### src/hw/shift_pkg.sv
`default_nettype none

package shift_pkg;

   // ==========================================================================
   // widths
   // ==========================================================================
   localparam int unsigned data_width   = 32;
   localparam int unsigned amount_width = 6;   // two's complement shift amount.
   localparam int unsigned addr_width   = 4;

   // ==========================================================================
   // register map
   // ==========================================================================
   localparam logic [addr_width-1:0] addr_operand = 4'h0;
   localparam logic [addr_width-1:0] addr_amount  = 4'h4;   // write launches a shift.
   localparam logic [addr_width-1:0] addr_result  = 4'h8;
   localparam logic [addr_width-1:0] addr_status  = 4'hc;

   // status register bit positions.
   localparam int unsigned stat_busy     = 0;
   localparam int unsigned stat_carry    = 1;
   localparam int unsigned stat_ovf16    = 2;
   localparam int unsigned stat_ovf32    = 3;
   localparam int unsigned stat_zero     = 4;
   localparam int unsigned stat_negative = 5;

   // shift engine states.
   localparam logic [1:0] eng_idle    = 2'b00;
   localparam logic [1:0] eng_running = 2'b01;
   localparam logic [1:0] eng_last    = 2'b10;

   // ==========================================================================
   // records passed between pipeline stages
   // ==========================================================================
   typedef struct packed {
      logic [data_width-1:0]   operand;
      logic [amount_width-1:0] amount;
   } shift_cmd_t;

   typedef struct packed {
      logic [data_width-1:0] value;
      logic                  last_bit;
      logic                  sign_change16;
      logic                  sign_change32;
   } engine_out_t;

   typedef struct packed {
      logic [data_width-1:0] value;
      logic                  carry;
      logic                  ovf16;
      logic                  ovf32;
      logic                  zero;
      logic                  negative;
   } shift_result_t;

endpackage

`default_nettype wire

### src/hw/apb_shift_regs.sv
`timescale 1ns/10ps
`default_nettype none

module apb_shift_regs
(
   input  logic                                   clk,
   input  logic                                   reset,
   input  logic                                   psel,
   input  logic                                   penable,
   input  logic                                   pwrite,
   input  logic [shift_pkg::addr_width-1:0]       paddr,
   input  logic [shift_pkg::data_width-1:0]       pwdata,
   output logic [shift_pkg::data_width-1:0]       prdata,
   output logic                                   pready,
   output logic                                   pslverr,
   output shift_pkg::shift_cmd_t                  cmd,
   output logic                                   cmd_start,
   input  shift_pkg::shift_result_t               result,
   input  logic                                   result_valid
);

   logic                              access;       // apb access phase.
   logic                              sel_operand;
   logic                              sel_amount;
   logic                              sel_result;
   logic                              sel_status;
   logic                              addr_known;
   logic                              ro_write;
   logic                              busy_write;
   logic                              wr_ok;
   logic                              busy;
   shift_pkg::shift_result_t          result_q;
   logic [shift_pkg::data_width-1:0]  status_word;

   // ==========================================================================
   // address decode and error detection
   // ==========================================================================
   assign access      = psel & penable;
   assign sel_operand = (paddr == shift_pkg::addr_operand);
   assign sel_amount  = (paddr == shift_pkg::addr_amount);
   assign sel_result  = (paddr == shift_pkg::addr_result);
   assign sel_status  = (paddr == shift_pkg::addr_status);
   assign addr_known  = sel_operand | sel_amount | sel_result | sel_status;

   assign ro_write   = pwrite & (sel_result | sel_status);
   assign busy_write = pwrite & busy & (sel_operand | sel_amount);   // refused.

   assign pready  = 1'b1;   // no wait states.
   assign pslverr = access & (~addr_known | ro_write | busy_write);
   assign wr_ok   = access & pwrite & addr_known & ~ro_write & ~busy_write;

   // ==========================================================================
   // command registers, busy tracking and result capture
   // ==========================================================================
   always_ff @(posedge clk)
   begin
      if (reset)
      begin
         cmd       <= '0;
         cmd_start <= 1'b0;
      end
      else
      begin
         cmd_start <= 1'b0;
         if (wr_ok && sel_operand)
            cmd.operand <= pwdata;
         if (wr_ok && sel_amount)
         begin
            cmd.amount <= pwdata[shift_pkg::amount_width-1:0];
            cmd_start  <= 1'b1;   // one cycle launch pulse.
         end
      end
   end

   always_ff @(posedge clk)
   begin
      if (reset)
         busy <= 1'b0;
      else if (wr_ok && sel_amount)
         busy <= 1'b1;
      else if (result_valid)
         busy <= 1'b0;   // flag stage finished.
   end

   always_ff @(posedge clk)
   begin
      if (reset)
         result_q <= '0;
      else if (result_valid)
         result_q <= result;
   end

   // ==========================================================================
   // read path
   // ==========================================================================
   always_comb
   begin
      status_word = '0;
      status_word[shift_pkg::stat_busy]     = busy;
      status_word[shift_pkg::stat_carry]    = result_q.carry;
      status_word[shift_pkg::stat_ovf16]    = result_q.ovf16;
      status_word[shift_pkg::stat_ovf32]    = result_q.ovf32;
      status_word[shift_pkg::stat_zero]     = result_q.zero;
      status_word[shift_pkg::stat_negative] = result_q.negative;
   end

   always_comb
   begin
      prdata = '0;
      if (psel && !pwrite)
      begin
         if (sel_operand)
            prdata = cmd.operand;
         else if (sel_amount)
            prdata = {{(shift_pkg::data_width-shift_pkg::amount_width){1'b0}}, cmd.amount};
         else if (sel_result)
            prdata = result_q.value;
         else if (sel_status)
            prdata = status_word;
      end
   end

endmodule

`default_nettype wire

### src/hw/shift_engine.sv
`timescale 1ns/10ps
`default_nettype none

module shift_engine
(
   input  logic                      clk,
   input  logic                      reset,
   input  shift_pkg::shift_cmd_t     cmd,
   input  logic                      start,
   output shift_pkg::engine_out_t    eng_out,
   output logic                      done
);

   localparam int unsigned msb = shift_pkg::data_width - 1;

   logic [1:0]                          state;
   logic [1:0]                          next_state;
   logic [shift_pkg::amount_width-1:0]  count;
   logic                                up;           // left shift.
   logic                                final_step;
   logic                                sign_diff16;
   logic                                sign_diff32;

   // amount sign picks the direction; cmd is held stable while busy.
   assign up = ~cmd.amount[shift_pkg::amount_width-1];

   // left counts down to 1, right counts up to -1.
   assign final_step = up ? (count == {{(shift_pkg::amount_width-1){1'b0}}, 1'b1})
                          : (count == '1);

   assign sign_diff16 = eng_out.value[15] ^ eng_out.value[14];
   assign sign_diff32 = eng_out.value[msb] ^ eng_out.value[msb-1];

   assign done = (state == shift_pkg::eng_last);

   // ==========================================================================
   // state machine
   // ==========================================================================
   always_comb
   begin
      next_state = state;
      case (state)
         shift_pkg::eng_idle:
            if (start)
               next_state = (cmd.amount == '0) ? shift_pkg::eng_last
                                               : shift_pkg::eng_running;
         shift_pkg::eng_running:
            if (final_step)
               next_state = shift_pkg::eng_last;
         default:
            next_state = shift_pkg::eng_idle;   // done lasts one cycle.
      endcase
   end

   always_ff @(posedge clk)
   begin
      if (reset)
         state <= shift_pkg::eng_idle;
      else
         state <= next_state;
   end

   // ==========================================================================
   // shift datapath
   // ==========================================================================
   always_ff @(posedge clk)
   begin
      if (state == shift_pkg::eng_idle)
      begin
         count                 <= cmd.amount;
         eng_out.value         <= cmd.operand;
         eng_out.last_bit      <= 1'b0;
         eng_out.sign_change16 <= 1'b0;
         eng_out.sign_change32 <= 1'b0;
      end
      else if (state == shift_pkg::eng_running)
      begin
         if (up)
         begin
            eng_out.last_bit <= eng_out.value[msb];
            eng_out.value    <= {eng_out.value[msb-1:0], 1'b0};   // zero fill.
            count            <= count - 1'b1;
            if (sign_diff16)
               eng_out.sign_change16 <= 1'b1;   // sticky.
            if (sign_diff32)
               eng_out.sign_change32 <= 1'b1;
         end
         else
         begin
            eng_out.last_bit <= eng_out.value[0];
            eng_out.value    <= {cmd.operand[msb], eng_out.value[msb:1]};   // sign fill.
            count            <= count + 1'b1;
         end
      end
   end

endmodule

`default_nettype wire

### src/hw/shift_flags.sv
`timescale 1ns/10ps
`default_nettype none

module shift_flags
(
   input  logic                        clk,
   input  logic                        reset,
   input  shift_pkg::engine_out_t      eng_out,
   input  logic                        eng_done,
   output shift_pkg::shift_result_t    result,
   output logic                        result_valid
);

   logic is_zero;
   logic is_negative;

   // result flags, from the engine value.
   assign is_zero     = (eng_out.value == '0);
   assign is_negative = eng_out.value[shift_pkg::data_width-1];

   // ==========================================================================
   // result record
   // ==========================================================================
   always_ff @(posedge clk)
   begin
      if (reset)
         result_valid <= 1'b0;
      else
         result_valid <= eng_done;   // one cycle behind done.
   end

   // holds until the next command completes.
   always_ff @(posedge clk)
   begin
      if (eng_done)
      begin
         result.value    <= eng_out.value;
         result.carry    <= eng_out.last_bit;
         result.ovf16    <= eng_out.sign_change16;
         result.ovf32    <= eng_out.sign_change32;
         result.zero     <= is_zero;
         result.negative <= is_negative;
      end
   end

endmodule

`default_nettype wire

### src/hw/shift_unit_top.sv
`timescale 1ns/10ps
`default_nettype none

module shift_unit_top
(
   input  logic                               clk,
   input  logic                               reset,
   input  logic                               psel,
   input  logic                               penable,
   input  logic                               pwrite,
   input  logic [shift_pkg::addr_width-1:0]   paddr,
   input  logic [shift_pkg::data_width-1:0]   pwdata,
   output logic [shift_pkg::data_width-1:0]   prdata,
   output logic                               pready,
   output logic                               pslverr
);

   shift_pkg::shift_cmd_t      cmd;
   logic                       cmd_start;
   shift_pkg::engine_out_t     eng_out;
   logic                       eng_done;
   shift_pkg::shift_result_t   result;
   logic                       result_valid;

   // register front end.
   apb_shift_regs regs0
   (
      .clk          (clk),
      .reset        (reset),
      .psel         (psel),
      .penable      (penable),
      .pwrite       (pwrite),
      .paddr        (paddr),
      .pwdata       (pwdata),
      .prdata       (prdata),
      .pready       (pready),
      .pslverr      (pslverr),
      .cmd          (cmd),
      .cmd_start    (cmd_start),
      .result       (result),
      .result_valid (result_valid)
   );

   // serial shifter, one bit per cycle.
   shift_engine engine0
   (
      .clk     (clk),
      .reset   (reset),
      .cmd     (cmd),
      .start   (cmd_start),
      .eng_out (eng_out),
      .done    (eng_done)
   );

   shift_flags flags0
   (
      .clk          (clk),
      .reset        (reset),
      .eng_out      (eng_out),
      .eng_done     (eng_done),
      .result       (result),
      .result_valid (result_valid)
   );

endmodule

`default_nettype wire

### config.mk
export PLATFORM = sky130hd
export DESIGN_NAME = shift_unit_top
export DESIGN_NICKNAME = d
export VERILOG_FILES = /design/src/hw/shift_pkg.sv /design/src/hw/apb_shift_regs.sv /design/src/hw/shift_engine.sv /design/src/hw/shift_flags.sv /design/src/hw/shift_unit_top.sv
export SDC_FILE = /design/constraint.sdc
export NUM_CORES = 1
export LEC_CHECK = 0
export BUFFER_PORTS_ARGS = -buffer_cell sky130_fd_sc_hd__buf_4
export CAP_MARGIN = 10
export CORE_MARGIN = 4
export CORE_UTILIZATION = 55
export CTS_CLUSTER_DIAMETER = 200
export DETAILED_ROUTE_END_ITERATION = 6
export PLACE_DENSITY_LB_ADDON = 0.08
export SLEW_MARGIN = 20
export SYNTH_ARGS = -nofsm -noshare
export SYNTH_HDL_FRONTEND = slang
export SYNTH_SLANG_ARGS = --single-unit
export TNS_END_PERCENT = 20
### constraint.sdc
create_clock -name clk -period 4.12 [get_ports clk]
set_input_delay 0 -clock clk [delete_from_list [all_inputs] [get_ports clk]]
set_output_delay 0 -clock clk [all_outputs]
set_load 0.005 [all_outputs]
==> metrics.txt <==
outcome completed; core area 0.0126 mm2; number of global-route vias before repair 5256; slowest stage delay, CP ~650 ps; diode count 0; total number of H-tree levels 4; port bufs 73; first-pass GRT wire length 27200 um; Initial Utilization 56.1%; HPWL reported at the end of detailed placement 10100 um; clock skew 7.69 ps; Synth area leaders edfxtp_1 32%, dfxtp_1 23%, mux2i_1 11%, nor2_1 5.7%, a211oi_1 3.5%; CTS tree yes; Post-Place Cells 870; I/O Pins 75; reg2reg start regs0.cmd[5]; HP Start paddr[1]; clk root buf clkbuf_16; die footprint 0.0147 mm2; synth-to-layout area growth 21.2%; most common cell in the netlist nor2_1; largest fanout on the critical path 48; Place WS 2010 ps; largest net degree at the start of global routing 80; Worst EP required 4370 ps; Via-to-Cell Ratio 5.84; clk_lat worst skew 430 ps; #FFs+latches synth 156; top cells by count, synth 107 x nor2_1, 82 x dfxtp_1, 78 x mux2i_1, 74 x edfxtp_1, 46 x a21oi_1; Comb pwr share 4.0%; count of flip-flops with a built-in enable after synthesis 74; detailed-route DRC error count 0; Pleak 2.99 nW; Critical Path Start Type register; PD cells 389 mW/mm2; Setup TNS 0 ps; adder-cell area share of the yosys netlist 0.888%; Worst path top cell family by delay simple AND/OR/NAND/NOR gates; row cnt slightly above 40; Die Y roughly 120 um; Int Pwr 0.00266 W; mux share of post-synthesis cell area 11.1%; Avg WL per Cell 17.9 um; clock group share of total power between 40% and 50%; Hold Worst Slack roughly 44 ps; register area share after synthesis 54.8%; crit path buf inv count 1; Cell variety after synth 48; Post-Synthesis Cell Area about 0.0070 mm2; setup ws final between 2000 and 2500 ps; share of layout cells above drive strength 1 16.1%; MaxCap Viol Count 0; initial antenna violation count 0; clock slew at reported path FFs 60 ps; Compound-Gate Fraction of Synth Area 13.9%; Peak Freq 509 MHz; Sequential Power Share 48.7%; Hold Vio Cnt, Final 0; Num CTS Buffers 17; # clock sinks approximately 160; min-delay worst type in -> reg; CTS max path bufs 2; starting DRC count in detailed routing ~460; setup repair bufs after CTS 0; r2r setup slk 2150 ps; Slew headroom a little over two fifths; post-layout power 0.00332 W; Routed Antenna Nets 0; GR Util All Layers a little under a quarter; Avg Cell Area, Syn roughly 10 um2; gr ovfl total 0; ys async rst share 0%; fin cells 935; leading area contributor after synthesis edfxtp_1; post-route minimum period 1970 ps; via count 5456; Final Wtd Congestion 0.774; Worst Path Arrival 2220 ps; Post-Syn Instances 675; Post-Synth XOR/XNOR Area less than 1%; Sw Share 19.8%; main combinational cell family by area after synthesis simple AND/OR/NAND/NOR gates; Simple-Gate Fraction of Synth Area between 10% and 20%; critical-path cell list buf_4 > or4_1 > o221a_1 > a211oi_1; switching power total approximately 0.00066 W; RSZ-0062 raised after global routing false; Syn. warnings 0; DR pass1 iterations 5; final slew viol count 0; DRT Wirelength roughly 17000 um; CP max stage cell or4_1; worst-margin pin slew ~860 ps; predominant post-synthesis flop cell dfxtp_1; synthesized net count 721; Nets 796; Die X approximately 120 um; CP endpoint kind register; fill cell count ~1000; Yosys top cell area share 31.5%; VDD IR-drop max about 0.30 mV; Setup Crit Path Kind reg -> reg; Crit. Startpoint regs0.cmd[5]; Tcrit/Tclk final 47.7%; # setup viols final 0
==> cell usage in the layout (no fill, tap or decap), drive strengths merged, types with 2 or more instances in the layout <==
cell type	instances
or4	4
o21ai	45
nand2b	5
dfxtp	82
nor2	107
or4b	2
nor3	3
nor2b	2
and3b	2
mux2i	78
xor2	2
or2	2
nand4b	2
nand2	16
nor4	7
nand4	4
nor4b	4
inv	8
clkbuf	25
a21oi	46
and3	4
a211oi	33
bufinv	2
nand3	41
ha	5
dlygate4sd3	32
edfxtp	74
a22oi	26
buf	83
clkinv	4
==> per-stage QoR <==
| stage | utilization, % | cell area (um2) |
|---|---|---|
| floorplan | - | 7050 |
| global placement | 60.4 | 7590 |
| detailed placement | 60.4 | 7600 |
| CTS | 67.8 | 8520 |
| global route | 68.0 | 8540 |
| finish | 68.0 | 8540 |
==> state kept, by name (all words and copies together), names as in the netlist <==
signal / cells
engine0.count: 6
engine0.eng_out: 35
engine0.state: 2
flags0.result: 36
flags0.result_valid: 1
regs0.busy: 1
regs0.cmd: 38
regs0.cmd_start: 1
regs0.result_q: 36
==> worst paths after layout <==
kind,endpoint,cells past startpoint
max,engine0.count[5],4
min,regs0.cmd_start,4
max reg2reg,engine0.count[5],4
min reg2reg,flags0.result[4],0
==> power groups by stage <==
stage | clock network, W | registers [W] | logic (W)
final | 0.00157 | 0.00162 | 0.000135
after global routing | 0.00167 | 0.00162 | 0.000147
after CTS | 0.00159 | 0.00162 | 0.000133
after detailed placement | 0 | 0.00165 | 0.000109
after global placement | 0 | 0.00165 | 0.000107
after floorplan | 0 | 0.00165 | 0.0000639
==> worst min-delay path: cells and delay by family <==
| family | cells | cell delay (ps) |
|---|---|---|
| AND/OR/NAND/NOR | 3 | 250 |
| buffers and inverters | 1 | 160 |
==> cells by family after synthesis <==
kind of cell             after synthesis
multiplexers                          78
AND/OR/NAND/NOR                      208
flip-flops                           156
XOR/XNOR                               2
buffers and inverters                 66
other                                  1
AO/OA/AOI/OAI                        159
adder cells (fa/ha/maj)                5
==> layer usage <==
layer / up-vias / routed length (um) / global-route usage, %
li1: 2629 / - / -
met1: 2660 / 7350 / 31.1
met2: 145 / 8390 / 39.4
met3: 22 / 715 / 5.92
met4: 0 / 239 / 7.21
met5: - / 0 / 0
==> repair_timing <==
| action | CTS | global route |
|---|---|---|
| resized for setup | 0 | 0 |
| hold buffers | 32 | 0 |
| endpoints found under the hold margin | 38 | 0 |
| endpoints found under the setup margin | 0 | 0 |
==> cell type report <==
type	instances	area (um2)	share of cell area, %
Clock inverter	7	83.8	0.982
Inverter	7	26.3	0.308
Tap cell	172	215	2.52
Multi-Input combinational cell	453	2870	33.6
Clock buffer	25	517	6.05
Timing Repair Buffer	115	956	11.2
Sequential cell	156	3870	45.3
No activity file was read; power rests on OpenSTA's default activity.
